--- config.mk ---
export PLATFORM = sky130hd
export DESIGN_NAME = recovery_handler
export DESIGN_NICKNAME = d
export VERILOG_FILES = /design/src/logic/recovery_pkg.sv /design/src/logic/recovery_pec.sv /design/src/logic/recovery_receiver.sv /design/src/logic/recovery_executor.sv /design/src/logic/recovery_transmitter.sv /design/src/logic/recovery_handler.sv
export SDC_FILE = /design/constraint.sdc
export NUM_CORES = 1
export LEC_CHECK = 0
export BUFFER_PORTS_ARGS = -buffer_cell sky130_fd_sc_hd__buf_2
export CAP_MARGIN = 20
export CORE_MARGIN = 3
export CORE_UTILIZATION = 40
export DETAILED_ROUTE_END_ITERATION = 12
export SYNTH_ARGS = -nofsm -noshare
export SYNTH_HDL_FRONTEND = slang
export SYNTH_SLANG_ARGS = --single-unit
export TNS_END_PERCENT = 100
--- constraint.sdc ---
create_clock -name clk_i -period 2.8 [get_ports clk_i]
set_input_delay 0.14 -clock clk_i [delete_from_list [all_inputs] [get_ports clk_i]]
set_output_delay 0.14 -clock clk_i [all_outputs]
set_load 0.02 [all_outputs]
--- src/logic/recovery_pkg.sv ---
// Shared opcodes, constants and packed types for the recovery handler RTL and testbench
package recovery_pkg;

  // Recovery register geometry
  localparam int unsigned RegBytes = 4;
  localparam int unsigned IdxWidth = $clog2(RegBytes);
  localparam int unsigned LenWidth = 16;

  localparam logic [7:0] RecoveryMode = 8'h03;
  localparam logic [7:0] ActivateImage = 8'h0F;
  localparam logic [RegBytes*8-1:0] ProtCapValue = 32'h0001_0032;

  // SMBus CRC-8, seeded with zero
  localparam logic [7:0] PecPoly = 8'h07;

  typedef enum logic [7:0] {
    PROT_CAP        = 8'd34,
    DEVICE_STATUS   = 8'd36,
    RECOVERY_CTRL   = 8'd38,
    RECOVERY_STATUS = 8'd39
  } rec_cmd_e;

  typedef enum logic [2:0] {
    RX_IDLE,
    RX_CMD,
    RX_LEN_LO,
    RX_LEN_HI,
    RX_DATA,
    RX_PEC,
    RX_WAIT_END
  } rx_state_e;

  typedef enum logic [2:0] {
    TX_IDLE,
    TX_LEN_LO,
    TX_LEN_HI,
    TX_DATA,
    TX_PEC
  } tx_state_e;

  // One parsed command, payload byte 0 in the low bits
  typedef struct packed {
    rec_cmd_e                opcode;
    logic                    is_rd;
    logic [LenWidth-1:0]     len;
    logic [RegBytes*8-1:0]   data;
    logic                    error;
  } rec_cmd_t;

  typedef struct packed {
    logic [LenWidth-1:0]   len;
    logic [RegBytes*8-1:0] data;
  } rec_resp_t;

  // Address byte seen on the bus, RnW in bit 0
  typedef struct packed {
    logic       valid;
    logic [7:0] addr;
  } bus_addr_t;

endpackage

--- src/logic/recovery_pec.sv ---
// CRC-8 accumulator for SMBus PEC, one byte per cycle, shared by receive and transmit paths
module recovery_pec (
  input  logic       clk_i,
  input  logic       arst_n_i,
  input  logic       clear_i,
  input  logic       valid_i,
  input  logic [7:0] data_i,
  output logic [7:0] crc_o
);

  logic [7:0] crc_q;
  logic [7:0] base;

  function automatic logic [7:0] fold(input logic [7:0] crc, input logic [7:0] data);
    logic [7:0] c;
    c = crc ^ data;
    for (int i = 0; i < 8; i++) begin
      c = c[7] ? ({c[6:0], 1'b0} ^ recovery_pkg::PecPoly) : {c[6:0], 1'b0};
    end
    return c;
  endfunction

  // Clear together with valid seeds the CRC with the byte
  assign base = clear_i ? 8'h00 : crc_q;

  always_ff @(posedge clk_i or negedge arst_n_i) begin
    if (!arst_n_i) begin
      crc_q <= 8'h00;
    end else if (valid_i) begin
      crc_q <= fold(base, data_i);
    end else if (clear_i) begin
      crc_q <= 8'h00;
    end
  end

  assign crc_o = crc_q;

endmodule

--- src/logic/recovery_receiver.sv ---
// Parses recovery write frames and read requests from the RX byte stream and checks the PEC
module recovery_receiver (
  input  logic                   clk_i,
  input  logic                   arst_n_i,
  input  logic                   rec_en_i,
  input  logic                   rx_valid_i,
  input  logic [7:0]             rx_data_i,
  output logic                   rx_ready_o,
  input  logic                   bus_start_i,
  input  logic                   bus_stop_i,
  input  recovery_pkg::bus_addr_t bus_addr_i,
  output logic                   cmd_valid_o,
  output recovery_pkg::rec_cmd_t cmd_o
);

  recovery_pkg::rx_state_e state_q;
  recovery_pkg::rec_cmd_t  cmd_q;
  logic                    cmd_valid_q;
  logic [recovery_pkg::LenWidth-1:0] cnt_q;
  logic [recovery_pkg::LenWidth-1:0] len_rx;

  logic       wr_addr;
  logic       rd_addr;
  logic       pec_valid;
  logic [7:0] pec_data;
  logic [7:0] pec_crc;

  assign wr_addr = rec_en_i && bus_addr_i.valid && !bus_addr_i.addr[0];
  assign rd_addr = rec_en_i && bus_addr_i.valid && bus_addr_i.addr[0];
  assign len_rx  = {rx_data_i, cmd_q.len[7:0]};

  // Every byte up to the PEC byte is covered, starting from the write address
  always_comb begin
    pec_valid = wr_addr;
    pec_data  = bus_addr_i.addr;
    if (!wr_addr && rx_valid_i) begin
      pec_data = rx_data_i;
      pec_valid = state_q inside {recovery_pkg::RX_CMD, recovery_pkg::RX_LEN_LO,
                                  recovery_pkg::RX_LEN_HI, recovery_pkg::RX_DATA};
    end
  end

  recovery_pec rx_pec (
    .clk_i,
    .arst_n_i,
    .clear_i (wr_addr),
    .valid_i (pec_valid),
    .data_i  (pec_data),
    .crc_o   (pec_crc)
  );

  always_ff @(posedge clk_i or negedge arst_n_i) begin
    if (!arst_n_i) begin
      state_q     <= recovery_pkg::RX_IDLE;
      cmd_q       <= '0;
      cmd_valid_q <= 1'b0;
      cnt_q       <= '0;
    end else begin
      cmd_valid_q <= 1'b0;
      if (!rec_en_i) begin
        state_q <= recovery_pkg::RX_IDLE;
      end else if (wr_addr) begin
        // A write address always opens a fresh frame
        cmd_q   <= '0;
        cnt_q   <= '0;
        state_q <= recovery_pkg::RX_CMD;
      end else begin
        case (state_q)
          recovery_pkg::RX_CMD: begin
            if (bus_start_i || bus_stop_i) begin
              state_q <= recovery_pkg::RX_IDLE;
            end else if (rx_valid_i) begin
              cmd_q.opcode <= recovery_pkg::rec_cmd_e'(rx_data_i);
              state_q      <= recovery_pkg::RX_LEN_LO;
            end
          end
          recovery_pkg::RX_LEN_LO: begin
            // Repeated start lands here before the read address
            if (rd_addr) begin
              cmd_q.is_rd <= 1'b1;
              cmd_q.len   <= '0;
              cmd_valid_q <= 1'b1;
              state_q     <= recovery_pkg::RX_IDLE;
            end else if (bus_stop_i) begin
              state_q <= recovery_pkg::RX_IDLE;
            end else if (rx_valid_i) begin
              cmd_q.len[7:0] <= rx_data_i;
              state_q        <= recovery_pkg::RX_LEN_HI;
            end
          end
          recovery_pkg::RX_LEN_HI: begin
            if (bus_start_i || bus_stop_i) begin
              state_q <= recovery_pkg::RX_IDLE;
            end else if (rx_valid_i) begin
              cmd_q.len[15:8] <= rx_data_i;
              if (len_rx > recovery_pkg::LenWidth'(recovery_pkg::RegBytes)) begin
                cmd_q.error <= 1'b1;
              end
              state_q <= (len_rx == '0) ? recovery_pkg::RX_PEC : recovery_pkg::RX_DATA;
            end
          end
          recovery_pkg::RX_DATA: begin
            if (bus_start_i || bus_stop_i) begin
              state_q <= recovery_pkg::RX_IDLE;
            end else if (rx_valid_i) begin
              if (cnt_q < recovery_pkg::LenWidth'(recovery_pkg::RegBytes)) begin
                cmd_q.data[cnt_q[recovery_pkg::IdxWidth-1:0]*8 +: 8] <= rx_data_i;
              end else begin
                cmd_q.error <= 1'b1;
              end
              cnt_q <= cnt_q + 1'b1;
              if (cnt_q == cmd_q.len - 1'b1) begin
                state_q <= recovery_pkg::RX_PEC;
              end
            end
          end
          recovery_pkg::RX_PEC: begin
            if (bus_start_i || bus_stop_i) begin
              state_q <= recovery_pkg::RX_IDLE;
            end else if (rx_valid_i) begin
              if (rx_data_i != pec_crc) begin
                cmd_q.error <= 1'b1;
              end
              state_q <= recovery_pkg::RX_WAIT_END;
            end
          end
          recovery_pkg::RX_WAIT_END: begin
            if (bus_stop_i) begin
              cmd_valid_q <= 1'b1;
              state_q     <= recovery_pkg::RX_IDLE;
            end else if (bus_start_i) begin
              state_q <= recovery_pkg::RX_IDLE;
            end else if (rx_valid_i) begin
              // Trailing bytes after the PEC spoil the frame
              cmd_q.error <= 1'b1;
            end
          end
          default: state_q <= recovery_pkg::RX_IDLE;
        endcase
      end
    end
  end

  // Never stalls, bytes outside a frame are dropped
  assign rx_ready_o  = 1'b1;
  assign cmd_valid_o = cmd_valid_q;
  assign cmd_o       = cmd_q;

  a_cmd_pulse: assert property (@(posedge clk_i) disable iff (!arst_n_i)
    cmd_valid_o |=> !cmd_valid_o);

endmodule

--- src/logic/recovery_executor.sv ---
// Executes parsed recovery commands against the recovery register file and builds read responses
module recovery_executor (
  input  logic                    clk_i,
  input  logic                    arst_n_i,
  input  logic [7:0]              dev_status_i,
  output logic                    rec_en_o,
  input  logic                    cmd_valid_i,
  input  recovery_pkg::rec_cmd_t  cmd_i,
  output logic                    res_valid_o,
  input  logic                    res_ready_i,
  output recovery_pkg::rec_resp_t res_o,
  output logic                    image_activated_o
);

  logic [recovery_pkg::RegBytes*8-1:0] ctrl_q;
  logic [recovery_pkg::RegBytes*8-1:0] status_q;
  logic                    image_activated_q;
  logic                    res_valid_q;
  recovery_pkg::rec_resp_t res_q;
  recovery_pkg::rec_resp_t rd_resp;
  logic                    wr_ok;

  assign rec_en_o = (dev_status_i == recovery_pkg::RecoveryMode);

  // Only full-width, error-free writes reach a register
  assign wr_ok = cmd_valid_i && !cmd_i.is_rd && !cmd_i.error &&
                 (cmd_i.len == recovery_pkg::LenWidth'(recovery_pkg::RegBytes));

  always_comb begin
    rd_resp = '0;
    case (cmd_i.opcode)
      recovery_pkg::PROT_CAP: begin
        rd_resp.len  = recovery_pkg::LenWidth'(recovery_pkg::RegBytes);
        rd_resp.data = recovery_pkg::ProtCapValue;
      end
      recovery_pkg::DEVICE_STATUS: begin
        rd_resp.len       = recovery_pkg::LenWidth'(recovery_pkg::RegBytes);
        rd_resp.data[7:0] = dev_status_i;
      end
      recovery_pkg::RECOVERY_CTRL: begin
        rd_resp.len  = recovery_pkg::LenWidth'(recovery_pkg::RegBytes);
        rd_resp.data = ctrl_q;
      end
      recovery_pkg::RECOVERY_STATUS: begin
        rd_resp.len  = recovery_pkg::LenWidth'(recovery_pkg::RegBytes);
        rd_resp.data = status_q;
      end
      default: rd_resp = '0;
    endcase
  end

  always_ff @(posedge clk_i or negedge arst_n_i) begin
    if (!arst_n_i) begin
      ctrl_q            <= '0;
      status_q          <= '0;
      image_activated_q <= 1'b0;
      res_valid_q       <= 1'b0;
    end else begin
      if (wr_ok && cmd_i.opcode == recovery_pkg::RECOVERY_CTRL) begin
        ctrl_q <= cmd_i.data;
        // Byte 2 is the activation request, the flag is sticky
        if (cmd_i.data[23:16] == recovery_pkg::ActivateImage) begin
          image_activated_q <= 1'b1;
        end
      end
      if (wr_ok && cmd_i.opcode == recovery_pkg::RECOVERY_STATUS) begin
        status_q <= cmd_i.data;
      end
      if (!rec_en_o) begin
        res_valid_q <= 1'b0;
      end else if (cmd_valid_i && cmd_i.is_rd) begin
        res_valid_q <= 1'b1;
      end else if (res_ready_i) begin
        res_valid_q <= 1'b0;
      end
    end
  end

  always_ff @(posedge clk_i) begin
    if (cmd_valid_i && cmd_i.is_rd) begin
      res_q <= rd_resp;
    end
  end

  assign res_valid_o       = res_valid_q;
  assign res_o             = res_q;
  assign image_activated_o = image_activated_q;

  a_one_in_flight: assert property (@(posedge clk_i) disable iff (!arst_n_i)
    cmd_valid_i && cmd_i.is_rd |-> !res_valid_o);

endmodule

--- src/logic/recovery_transmitter.sv ---
// Serializes read responses onto the TX byte stream with a trailing PEC and honours host aborts
module recovery_transmitter (
  input  logic                    clk_i,
  input  logic                    arst_n_i,
  input  logic                    rec_en_i,
  input  recovery_pkg::bus_addr_t bus_addr_i,
  input  logic                    bus_stop_i,
  input  logic                    host_nack_i,
  input  logic                    res_valid_i,
  output logic                    res_ready_o,
  input  recovery_pkg::rec_resp_t res_i,
  output logic                    tx_valid_o,
  input  logic                    tx_ready_i,
  output logic [7:0]              tx_data_o
);

  recovery_pkg::tx_state_e           state_q;
  recovery_pkg::rec_resp_t           res_q;
  logic [recovery_pkg::LenWidth-1:0] cnt_q;

  logic       rd_addr;
  logic       tx_fire;
  logic       abort;
  logic       pec_valid;
  logic [7:0] pec_data;
  logic [7:0] pec_crc;

  assign rd_addr     = bus_addr_i.valid && bus_addr_i.addr[0];
  assign tx_valid_o  = (state_q != recovery_pkg::TX_IDLE);
  assign tx_fire     = tx_valid_o && tx_ready_i;
  assign abort       = (host_nack_i || bus_stop_i) && tx_valid_o;
  assign res_ready_o = rec_en_i && (state_q == recovery_pkg::TX_IDLE);

  always_comb begin
    case (state_q)
      recovery_pkg::TX_LEN_LO: tx_data_o = res_q.len[7:0];
      recovery_pkg::TX_LEN_HI: tx_data_o = res_q.len[15:8];
      recovery_pkg::TX_DATA:   tx_data_o = res_q.data[7:0];
      recovery_pkg::TX_PEC:    tx_data_o = pec_crc;
      default:                 tx_data_o = 8'h00;
    endcase
  end

  // Seeded by the read address, then every accepted byte but the PEC itself
  assign pec_valid = rd_addr || (tx_fire && state_q != recovery_pkg::TX_PEC);
  assign pec_data  = rd_addr ? bus_addr_i.addr : tx_data_o;

  recovery_pec tx_pec (
    .clk_i,
    .arst_n_i,
    .clear_i (rd_addr),
    .valid_i (pec_valid),
    .data_i  (pec_data),
    .crc_o   (pec_crc)
  );

  always_ff @(posedge clk_i or negedge arst_n_i) begin
    if (!arst_n_i) begin
      state_q <= recovery_pkg::TX_IDLE;
      cnt_q   <= '0;
    end else if (!rec_en_i || abort) begin
      state_q <= recovery_pkg::TX_IDLE;
    end else begin
      case (state_q)
        recovery_pkg::TX_IDLE: begin
          if (res_valid_i) begin
            cnt_q   <= '0;
            state_q <= recovery_pkg::TX_LEN_LO;
          end
        end
        recovery_pkg::TX_LEN_LO: begin
          if (tx_ready_i) state_q <= recovery_pkg::TX_LEN_HI;
        end
        recovery_pkg::TX_LEN_HI: begin
          if (tx_ready_i) begin
            state_q <= (res_q.len == '0) ? recovery_pkg::TX_PEC : recovery_pkg::TX_DATA;
          end
        end
        recovery_pkg::TX_DATA: begin
          if (tx_ready_i) begin
            cnt_q <= cnt_q + 1'b1;
            if (cnt_q == res_q.len - 1'b1) state_q <= recovery_pkg::TX_PEC;
          end
        end
        recovery_pkg::TX_PEC: begin
          if (tx_ready_i) state_q <= recovery_pkg::TX_IDLE;
        end
        default: state_q <= recovery_pkg::TX_IDLE;
      endcase
    end
  end

  // Payload shifts down so the next data byte is always in the low bits
  always_ff @(posedge clk_i) begin
    if (res_valid_i && res_ready_o) begin
      res_q <= res_i;
    end else if (tx_fire && state_q == recovery_pkg::TX_DATA) begin
      res_q.data <= res_q.data >> 8;
    end
  end

  a_tx_stable: assert property (@(posedge clk_i) disable iff (!arst_n_i)
    tx_valid_o && !tx_ready_i |=> !tx_valid_o || $stable(tx_data_o));

endmodule

--- src/logic/recovery_handler.sv ---
// Top level of the I3C recovery packet handler joining receiver, executor and transmitter
module recovery_handler (
  input  logic                    clk_i,
  input  logic                    arst_n_i,
  input  logic [7:0]              dev_status_i,
  input  logic                    rx_valid_i,
  input  logic [7:0]              rx_data_i,
  output logic                    rx_ready_o,
  output logic                    tx_valid_o,
  input  logic                    tx_ready_i,
  output logic [7:0]              tx_data_o,
  input  logic                    bus_start_i,
  input  logic                    bus_stop_i,
  input  recovery_pkg::bus_addr_t bus_addr_i,
  input  logic                    host_nack_i,
  output logic                    image_activated_o
);

  logic                    rec_en;
  logic                    cmd_valid;
  recovery_pkg::rec_cmd_t  cmd;
  logic                    res_valid;
  logic                    res_ready;
  recovery_pkg::rec_resp_t res;

  recovery_receiver u_receiver (
    .clk_i,
    .arst_n_i,
    .rec_en_i    (rec_en),
    .rx_valid_i,
    .rx_data_i,
    .rx_ready_o,
    .bus_start_i,
    .bus_stop_i,
    .bus_addr_i,
    .cmd_valid_o (cmd_valid),
    .cmd_o       (cmd)
  );

  recovery_executor u_executor (
    .clk_i,
    .arst_n_i,
    .dev_status_i,
    .rec_en_o    (rec_en),
    .cmd_valid_i (cmd_valid),
    .cmd_i       (cmd),
    .res_valid_o (res_valid),
    .res_ready_i (res_ready),
    .res_o       (res),
    .image_activated_o
  );

  recovery_transmitter u_transmitter (
    .clk_i,
    .arst_n_i,
    .rec_en_i    (rec_en),
    .bus_addr_i,
    .bus_stop_i,
    .host_nack_i,
    .res_valid_i (res_valid),
    .res_ready_o (res_ready),
    .res_i       (res),
    .tx_valid_o,
    .tx_ready_i,
    .tx_data_o
  );

endmodule

==> summary.md, run 1 <==
## Outcome
- result of the run: completed

## Pwr
- part of the total power dissipated in sequential elements: 0.461
- worst supply voltage drop on vdd: 0.000452 V
- power density over the cells: 587 nW/um^2
- combinational share of power: 0.097
- leakage power of the design: 0.00605 uW
- Total Power: 8300 uW
- Internal Pwr Total: 6270 uW
- net switching power of the design: 2030 uW
- clock group share of total power: 0.442
- Sw Ratio: 0.245

## Synth
- register bit total from synthesis: 245
- summed instance area of the synthesized netlist: 12300 um^2
- fraction of the yosys area taken by sequential cells: 0.526
- Ys Warns: 0
- synthesized netlist net count: 1213
- number of flops mapped to enable cells by yosys: 66
- share of flip-flops with an asynchronous set or reset: 0.731
- Mapped Avg Cell Area: 10.5 um^2
- number of instances in the synthesized netlist: 1174
- primary flip-flop cell chosen by synthesis mapping: sky130_fd_sc_hd__dfrtp_1
- library cells used by synthesis: 71

## Final layout
- Final Core Density: 0.472
- highest-count cells in the layout ignoring fill and taps: sky130_fd_sc_hd__dfrtp_1 (178), sky130_fd_sc_hd__nor2_1 (107), sky130_fd_sc_hd__o21ai_0 (100)
- NumNets Final: 1266
- Layout Cells excl Fill: 1638
- leading cell type in the layout, fill and taps excluded: sky130_fd_sc_hd__dfrtp_1
- layout cell share with drive strength beyond 1: 0.194
- final antenna diode count: 0
- growth of design area from synthesis to finish: 15.2%

## Min path
- class of the worst hold path: primary input to flop
- depth of the worst hold-timing path: 3
- terminating pin of the worst hold path: u_receiver.cmd_o[50]
- beginning of the worst hold path: rx_data_i[0]

## Global routing
- gr ovfl total: 0
- via count of the first global-routing pass: 8842
- maximum number of pins on one net before global-route repair: 60
- overall routing resource usage: 0.188
- antenna violations before repair: 0
- wire length of the first global-routing pass: 49800 um

## Worst setup path
- required time of the critical path: 3.21 ns
- endpoint class of the critical path: flop
- destination of the worst register-to-register timing path: u_executor.ctrl_q[21]
- CP max-delay cell: sky130_fd_sc_hd__or4_4
- category of the most critical setup path: flop to flop
- worst endpoint data arrival time: 3.11 ns
- series of cell instances along the critical path: or4_4 -> or3_4 -> nor4_2 -> and2_1 -> buf_12 -> mux2_2
- kind of launch point of the worst setup path: flop
- delay of the slowest cell on the worst path: 0.54 ns
- worst-case reg-to-reg path depth: 6
- startpoint of the most critical register-to-register path: u_receiver.cmd_o[41]
- R2R Setup Slk: 0.11 ns
- startpoint of the worst setup timing path: u_receiver.cmd_o[41]
- largest fanout of any net on the critical path: 17

## Clock tree
- # H-tree levels: 1
- total setup buffers inserted after CTS: 0
- Reg clk slew, reported paths: 0.06 ns
- clock insertion delay at the later pin of the skew report: 0.55 ns
- CTS tree: built
- clock buffers created by TritonCTS: 27
- CTS Sinks: 245
- Bufs on Longest Clock Path: 3
- CTS Root Cell: sky130_fd_sc_hd__clkbuf_16

## STA
- final setup vio count: 0
- setup repair after global routing missed its margin: no
- worst hold slack after final layout: 0.0350 ns
- worst clock skew on the final layout: 0.0206 ns
- final number of hold-violating endpoints: 0
- max-slew violation total from the final report: 0
- Sum Neg Setup Slack: 0 ns
- maximum clock frequency: 371 MHz
- slew of the pin with the lowest slew margin: 0.638 ns
- worst relative slew slack: 0.574
- Final Critical Period: 2.69 ns
- ratio of final minimum period to clock period: 0.962

## Die
- initial core utilization: 0.410
- Core Footprint: 30000 um^2
- Die Height: 181 um
- DIE AREA: 32800 um^2
- number of placed I/O pins: 43
- die width: 181 um
- number of placement rows: 63

## Drt
- ratio of routed vias to standard cells: 5.43
- router iterations before antenna repair: 5
- remaining antenna violation count: 0
- aggregate routed wire length: 31000 um
- drt initial violations: 612
- total number of vias: 8890
- drt wl/cell: 18.9 um
- DRC violation count after routing: 0

## Placement
- RePlAce Congestion: 0.860
- PortBufs: 41
- HPWL after detailed placement: 21500 um
- number of cells after detailed placement: 1577

## Job
- max-cap check violation count: 0

-- Yosys cell counts, drive strengths merged (4+ instances only) --
library cell	instances	area [um^2]
dfrtp	179	4480
nor2	108	408
o21ai	100	500
mux2	91	1020
nand3	87	435
edfxtp	66	1980
nand2	65	244
inv	56	210
clkbuf	55	206
a21oi	42	210
xor2	40	350
xnor2	37	324
mux2i	33	330
buf	21	108
nand4	17	106
nor3	16	80.1
nor4	16	128
and2	14	87.6
and3	13	81.3
a22o	10	87.6
a31oi	10	68.8
a211oi	8	65.1
a22oi	7	52.6
ha	7	87.6
nor2b	6	37.5
o21a	6	45.0
o22ai	6	37.5
nand2b	5	31.3
or4	5	41.3
nor4b	4	41.3
-- final cells by class --
type | instances | area, um^2
Sequential cell | 245 | 6460
Clock buffer | 36 | 759
Tap cell | 390 | 488
Inverter | 56 | 210
Fill cell | 2778 | 15800
Clock inverter | 14 | 165
Multi-Input combinational cell | 797 | 5300
Timing Repair Buffer | 100 | 754
-- layer usage --
metal	up-vias	track usage	wire length [um]
met5	-	0	0
met4	0	0.0622	1050
met3	51	0.0280	1380
met2	199	0.296	14100
met1	4371	0.267	14500
li1	4269	-	-
-- critical path: cells and delay by family, from the launching register on --
family        cells  cell delay [ns]
buf+inv           1             0.20
flops             1             0.42
simple gates      4             1.59
mux               1             0.35
-- power groups by stage --
stage,Sequential (uW),Clock (uW),Combinational (uW)
2_1_floorplan,3870,0,565
3_3_place_gp,3900,0,793
3_5_place_dp,3900,0,796
4_1_cts,3830,3750,813
5_1_grt,3840,3910,901
6_report,3830,3670,804
-- state kept, by name (all words and copies together), names as in the netlist --
register,cells
u_executor.ctrl_q,32
u_executor.image_activated_o,1
u_executor.res_o,33
u_executor.res_valid_o,1
u_executor.status_q,32
u_receiver.cmd_o,58
u_receiver.cmd_valid_o,1
u_receiver.cnt_q,16
u_receiver.rx_pec.crc_o,8
u_receiver.state_q,3
u_transmitter.cnt_q,16
u_transmitter.res_q,33
u_transmitter.state_q,3
u_transmitter.tx_pec.crc_o,8
-- how the worst max path moves through the flow --
stage	endpoint	slack [ns]	depth (start not counted)
floorplan	u_transmitter.res_q[0]	0.25	7
global placement	u_receiver.state_q[1]	0.14	9
detailed placement	u_receiver.state_q[1]	0.12	9
CTS	u_executor.ctrl_q[21]	0.10	6
global route	u_receiver.state_q[1]	0.02	6
finish	u_executor.ctrl_q[21]	0.11	6
-- cell families after synthesis --
group           count (synthesis)  synth area share
simple gates                  374             0.153
compound gates                214             0.105
fa+ha+maj                       7           0.00713
mux                           124             0.110
flops                         245             0.526
xor+xnor                       77            0.0549
other cells                     1          0.000305
buf+inv                       132            0.0427
-- per-stage QoR --
| stage | cell area, um^2 | worst slack [ns] |
|---|---|---|
| after floorplan | 12300 | 0.248 |
| final | 14100 | 0.107 |
| after detailed placement | 13100 | 0.118 |
| after global routing | 14100 | 0.0171 |
| after CTS | 14100 | 0.103 |
| after global placement | 13100 | 0.137 |
-- repair_timing --
action                     CTS  global route
hold endpoints to repair    64             0
setup endpoints to repair    0             1
gates resized for setup      0             1
hold buffers                10             0
Note: power is estimated with default switching activity, not from simulation.
==> run 2, diff against run 1 <==
==> constraint.sdc (replaced) <==
create_clock -name clk_i -period 2.8 [get_ports clk_i]
set_input_delay 0.56 -clock clk_i [delete_from_list [all_inputs] [get_ports clk_i]]
set_output_delay 0.56 -clock clk_i [all_outputs]
set_load 0.02 [all_outputs]
==> summary.md, run 2 (synthesis results as in run 1) <==
## Outcome
- result of the run: completed

## Pwr
- part of the total power dissipated in sequential elements: 0.463, +0.002
- power density over the cells: 584 nW/um^2, -0.46%
- clock group share of total power: 0.439, -0.003
- Total Power: 8270 uW, -0.45%
- leakage power of the design: 0.00606 uW, +0.24%
- combinational share of power: 0.098, about the same
- Sw Ratio: 0.242, -0.00334
- Internal Pwr Total: 6270 uW, about the same
- net switching power of the design: 2000 uW, -1.8%
- worst supply voltage drop on vdd: 0.000484 V, +7.2%

## STA
- maximum clock frequency: 371 MHz, about the same
- ratio of final minimum period to clock period: 0.962, about the same
- worst relative slew slack: 0.574, -0.000839
- final setup vio count: 0, unchanged
- worst hold slack after final layout: 0.367 ns, +0.332 ns
- worst clock skew on the final layout: 0.0141 ns, -0.00648 ns
- setup repair after global routing missed its margin: no
- slew of the pin with the lowest slew margin: 0.640 ns, +0.00126 ns
- Final Critical Period: 2.69 ns, +0.0000840 ns
- max-slew violation total from the final report: 0, unchanged
- Sum Neg Setup Slack: 0 ns, unchanged
- final number of hold-violating endpoints: 0, unchanged

## Drt
- aggregate routed wire length: 31200 um, +0.55%
- DRC violation count after routing: 0, unchanged
- total number of vias: 8928, +0.43%
- ratio of routed vias to standard cells: 5.44, +0.18%
- remaining antenna violation count: 0, unchanged
- drt wl/cell: 19.0 um, +0.30%
- drt initial violations: 626, +2.3%
- router iterations before antenna repair: 6, +1

## Worst setup path
- CP max-delay cell: sky130_fd_sc_hd__or4_1
- largest fanout of any net on the critical path: 4, -13
- category of the most critical setup path: flop to flop
- Critical path buffers and inverters: 0, -1
- required time of the critical path: 3.21 ns, about the same
- series of cell instances along the critical path: or4_1 -> nor4_1 -> xnor2_1 -> nand4_1 -> nor4bb_2 -> a31oi_2 -> mux2_1
- delay of the slowest cell on the worst path: 0.59 ns, +0.05 ns
- worst endpoint data arrival time: 3.10 ns, about the same
- family of cells with the greatest summed delay on the critical path: simple AND/OR/NAND/NOR gates
- endpoint class of the critical path: flop
- kind of launch point of the worst setup path: flop

## Global routing
- overall routing resource usage: 0.188, +0.000528
- gr ovfl total: 0, unchanged
- wire length of the first global-routing pass: 49700 um, about the same
- maximum number of pins on one net before global-route repair: 61, +1.7%
- via count of the first global-routing pass: 8775, -0.76%
- antenna violations before repair: 1, +1

## Placement
- PortBufs: 41, unchanged
- DP Area: 13200 um^2, +0.73%
- RePlAce Congestion: 0.883, +2.7%
- HPWL after detailed placement: 21400 um, -0.41%

## Final layout
- Final Core Density: 0.472, about the same
- count of fill cells added during filler insertion: 2755, -0.83%
- Largest register FFs: 58, unchanged
- register cell area after layout: 6460 um^2, unchanged
- post-layout instance area: 14100 um^2, about the same
- growth of design area from synthesis to finish: 15.2%, about the same
- layout cell share with drive strength beyond 1: 0.198, +0.00417
- NumNets Final: 1269, +0.24%
- leading cell type in the layout, fill and taps excluded: sky130_fd_sc_hd__dfrtp_1
- area taken by multi-input logic gates: 5300 um^2, about the same
- highest-count cells in the layout ignoring fill and taps: sky130_fd_sc_hd__dfrtp_1 (178), sky130_fd_sc_hd__nor2_1 (107), sky130_fd_sc_hd__o21ai_0 (100)
- final antenna diode count: 0, unchanged

## Die
- Die Height: 181 um, unchanged
- Core Footprint: 30000 um^2, unchanged
- DIE AREA: 32800 um^2, unchanged
- initial core utilization: 0.410, unchanged
- die width: 181 um, unchanged
- number of placement rows: 63, unchanged
- number of placed I/O pins: 43, unchanged

## Clock tree
- Reg clk slew, reported paths: 0.06 ns, about the same
- clock insertion delay at the later pin of the skew report: 0.54 ns, about the same
- Bufs on Longest Clock Path: 3, unchanged
- CTS Sinks: 245, unchanged
- total setup buffers inserted after CTS: 0, unchanged
- CTS tree: built
- CTS Root Cell: sky130_fd_sc_hd__clkbuf_16
- # H-tree levels: 1, unchanged
- clock buffers created by TritonCTS: 28, +3.7%

## Job
- max-cap check violation count: 0, unchanged

## Min path
- class of the worst hold path: primary input to flop

## run 2: changes by cell type in the layout (fill, tap and decap cells not counted), moves of 2 or more
cell                            delta
sky130_fd_sc_hd__clkbuf_16         +3
sky130_fd_sc_hd__bufinv_16         -2
sky130_fd_sc_hd__clkbuf_1          +8
sky130_fd_sc_hd__clkinv_2          -3
sky130_fd_sc_hd__clkinv_4          -3
sky130_fd_sc_hd__dlygate4sd3_1     -9
sky130_fd_sc_hd__buf_4            +10
## run 2: timing repair
action / in CTS / in global routing
resized for setup: 0 / 1
endpoints found under the setup margin: 0 / 1
hold buffers: 1 / 0
hold endpoints to repair: 32 / 0
## run 2: power groups by stage
stage	Clock (uW)	Combinational (uW)	Sequential, uW
floorplan	0	565	3870
global placement	0	806	3890
detailed placement	0	809	3900
CTS	3720	817	3830
global route	3870	907	3840
finish	3630	807	3830
## run 2: layer usage
| metal | up-vias | routed length, um | track usage | share of wire |
|---|---|---|---|---|
| met3 | 42 | 1470 | 0.0302 | 0.047 |
| met2 | 187 | 14100 | 0.293 | 0.45 |
| li1 | 4287 | - | - | - |
| met1 | 4410 | 14800 | 0.274 | 0.48 |
| met5 | - | 17 | 0 | 0.00055 |
| met4 | 2 | 756 | 0.0515 | 0.024 |
## run 2: final cells by class
cell class                      count  share of cell area
Timing Repair Buffer              102              0.0537
Clock inverter                      5             0.00398
Tap cell                          390              0.0345
Clock buffer                       47              0.0611
Multi-Input combinational cell    797               0.375
Sequential cell                   245               0.457
Inverter                           56              0.0149
## run 2: worst min-delay path: stages
cell and delay [ns]:
sky130_fd_sc_hd__buf_2 0.10, sky130_fd_sc_hd__a21oi_1 0.06, sky130_fd_sc_hd__nor2_1 0.07
## run 2: path summary, 6_finish.rpt
check                      slack, ns            startpoint  depth (start not counted)                       to
min in group asynchronous       0.56              arst_n_i                          2      u_receiver.cmd_o[4]
max in group asynchronous       1.50              arst_n_i                          3   u_transmitter.cnt_q[3]
hold reg to reg                 0.42  u_executor.res_o[34]                          0  u_transmitter.res_q[34]
setup reg to reg                0.11  u_receiver.cmd_o[33]                          7    u_receiver.state_q[0]
setup / recovery                0.11  u_receiver.cmd_o[33]                          7    u_receiver.state_q[0]
hold / removal                  0.37       dev_status_i[0]                          3      u_executor.res_o[0]
## run 2: through the flow
stage                     std cells  setup WS, ns
after floorplan                1174        0.0888
after detailed placement       1588        0.0124
after global placement         1588        0.0996
final                          1642         0.107
after CTS                      1641        0.0994
after global routing           1642       0.00741
==> run 3, diff against run 2 <==
--- a/config.mk
+++ b/config.mk
@@ -8,8 +8,9 @@
 export BUFFER_PORTS_ARGS = -buffer_cell sky130_fd_sc_hd__buf_2
 export CAP_MARGIN = 20
 export CORE_MARGIN = 3
-export CORE_UTILIZATION = 40
+export CORE_UTILIZATION = 45
 export DETAILED_ROUTE_END_ITERATION = 12
+export SLEW_MARGIN = 20
 export SYNTH_ARGS = -nofsm -noshare
 export SYNTH_HDL_FRONTEND = slang
 export SYNTH_SLANG_ARGS = --single-unit
==> summary.md, run 3 (synthesis results as in run 1) <==
## Pwr
- power density over the cells: 583 nW/um^2, -0.19%
- worst supply voltage drop on vdd: 0.000430 V, -11%
- clock group share of total power: 0.434, -0.005
- part of the total power dissipated in sequential elements: 0.467, +0.004
- leakage power of the design: 0.00606 uW, about the same
- Sw Ratio: 0.243, +0.00189
- Total Power: 8210 uW, -0.72%
- combinational share of power: 0.099, about the same
- Internal Pwr Total: 6210 uW, -0.97%
- net switching power of the design: 2000 uW, about the same

## STA
- Final Critical Period: 2.65 ns, -0.0427 ns
- setup repair after global routing missed its margin: no
- final number of hold-violating endpoints: 0, unchanged
- max-slew violation total from the final report: 0, unchanged
- final setup vio count: 0, unchanged
- slew of the pin with the lowest slew margin: 0.699 ns, +0.0594 ns
- Sum Neg Setup Slack: 0 ns, unchanged
- setup ws final: 0.150 ns, +0.0427 ns
- worst relative slew slack: 0.533, -0.0411
- ratio of final minimum period to clock period: 0.946, -0.0152
- maximum clock frequency: 377 MHz, +1.6%
- worst clock skew on the final layout: 0.00439 ns, -0.00968 ns

## Final layout
- growth of design area from synthesis to finish: 14.6%
- highest-count cells in the layout ignoring fill and taps: sky130_fd_sc_hd__dfrtp_1 (177), sky130_fd_sc_hd__nor2_1 (107), sky130_fd_sc_hd__o21ai_0 (100)
- Largest register FFs: 58, unchanged
- Layout Cells excl Fill: 1587, -3.3%
- final antenna diode count: 0, unchanged
- NumNets Final: 1269, unchanged
- count of fill cells added during filler insertion: 2366, -14%
- layout cell share with drive strength beyond 1: 0.200, +0.00240
- post-layout instance area: 14100 um^2, -0.53%
- leading cell type in the layout, fill and taps excluded: sky130_fd_sc_hd__dfrtp_1

## Drt
- drt wl/cell: 19.2 um, +1.2%
- total number of vias: 8962, +0.38%
- DRC violation count after routing: 0, unchanged
- remaining antenna violation count: 0, unchanged
- aggregate routed wire length: 30500 um, -2.2%
- drt initial violations: 592, -5.4%
- ratio of routed vias to standard cells: 5.65, +3.9%
- router iterations before antenna repair: 5, -1

## Clock tree
- clock insertion delay at the later pin of the skew report: 0.54 ns, about the same
- CTS Sinks: 245, unchanged
- # H-tree levels: 1, unchanged
- total setup buffers inserted after CTS: 0, unchanged
- CTS Root Cell: sky130_fd_sc_hd__clkbuf_16
- Reg clk slew, reported paths: 0.06 ns, about the same
- clock buffers created by TritonCTS: 28, unchanged
- CTS tree: built
- Bufs on Longest Clock Path: 3, unchanged

## Worst setup path
- series of cell instances along the critical path: or4_4 -> or3_4 -> nor4_2 -> and2_1 -> buf_12 -> mux2_2
- required time of the critical path: 3.23 ns, +0.02 ns
- Worst setup endpoint: u_executor.ctrl_q[19]
- worst endpoint data arrival time: 3.08 ns, -0.02 ns
- endpoint class of the critical path: flop
- delay of the slowest cell on the worst path: 0.54 ns, -0.05 ns
- CP max-delay cell: sky130_fd_sc_hd__or4_4
- startpoint of the worst setup timing path: u_receiver.cmd_o[42]
- destination of the worst register-to-register timing path: u_executor.ctrl_q[19]
- R2R Setup Slk: 0.15 ns, +0.04 ns
- startpoint of the most critical register-to-register path: u_receiver.cmd_o[42]
- worst-case reg-to-reg path depth: 6, -1
- category of the most critical setup path: flop to flop
- largest fanout of any net on the critical path: 33, +29
- kind of launch point of the worst setup path: flop

## Placement
- Worst Setup Slack post-DPL: 0.0791 ns, +0.0667 ns
- RePlAce Congestion: 0.874, -1.1%
- PortBufs: 41, unchanged
- number of cells after detailed placement: 1534, -3.4%
- DP Area: 13100 um^2, -0.46%
- HPWL after detailed placement: 20900 um, -2.2%

## Min path
- class of the worst hold path: primary input to flop

## Global routing
- gr ovfl total: 0, unchanged
- overall routing resource usage: 0.209, +0.0212
- antenna violations before repair: 0, -1
- via count of the first global-routing pass: 8842, +0.76%
- wire length of the first global-routing pass: 48700 um, -2.1%
- maximum number of pins on one net before global-route repair: 51, -16%

## Die
- Die Height: 171 um, -5.5%
- number of placement rows: 59, -6.3%
- DIE AREA: 29300 um^2, -11%
- die width: 171 um, -5.5%
- initial core utilization: 0.464, +0.0547
- number of placed I/O pins: 43, unchanged
- Core Footprint: 26400 um^2, -12%

## Outcome
- result of the run: completed

## Job
- max-cap check violation count: 0, unchanged

==> run 3: stage by stage <==
step / utilization / hold WS [ns]
2_1_floorplan: - / 0.264
3_3_place_gp: 0.497 / 0.403
3_5_place_dp: 0.497 / 0.418
4_1_cts: 0.532 / 0.363
5_1_grt: 0.532 / 0.389
6_report: 0.532 / 0.379
==> run 3: repair_timing <==
item / 4_1_cts / 5_1_grt
resized for setup: 1 / 3
hold endpoints to repair: 34 / 0
hold buffers: 1 / 0
setup endpoints to repair: 4 / 6
==> run 3: layer usage <==
metal,share of wire,track usage
met1,0.47,0.299
met2,0.47,0.340
met3,0.042,0.0293
met4,0.023,0.0528
met5,0,0
==> run 3: power groups by stage <==
| stage | Sequential [uW] | Clock (uW) | Combinational [uW] |
|---|---|---|---|
| global route | 3840 | 3800 | 909 |
| global placement | 3890 | 0 | 803 |
| floorplan | 3870 | 0 | 565 |
| finish | 3830 | 3560 | 813 |
| CTS | 3830 | 3650 | 817 |
| detailed placement | 3900 | 0 | 811 |
==> run 3: worst min-delay path by stage <==
stage                              start                       to  slack (ns)  depth (start not counted)
floorplan                       arst_n_i     u_executor.ctrl_q[0]        0.26                          0
global placement    u_executor.res_o[34]  u_transmitter.res_q[34]        0.40                          0
detailed placement  u_executor.res_o[34]  u_transmitter.res_q[34]        0.42                          0
CTS                         rx_data_i[3]     u_receiver.cmd_o[36]        0.36                          3
global route                rx_data_i[3]     u_receiver.cmd_o[36]        0.39                          3
finish                        bus_stop_i   u_receiver.cmd_valid_o        0.38                          3
==> run 3: area by class of cell <==
class | instances | area [um^2] | share of cell area
Sequential cell | 245 | 6460 | 0.459
Multi-Input combinational cell | 797 | 5320 | 0.378
Clock buffer | 40 | 786 | 0.0559
Timing Repair Buffer | 102 | 759 | 0.0540
Tap cell | 335 | 419 | 0.0298
Inverter | 56 | 210 | 0.0149
Clock inverter | 12 | 115 | 0.00818
==> run 3: critical path, delay by kind of cell (launching register included) <==
| family | cells | cell delay (ns) |
|---|---|---|
| buffers and inverters | 1 | 0.24 |
| and+or+nand+nor | 4 | 1.53 |
| muxes | 1 | 0.36 |
| DFF | 1 | 0.38 |
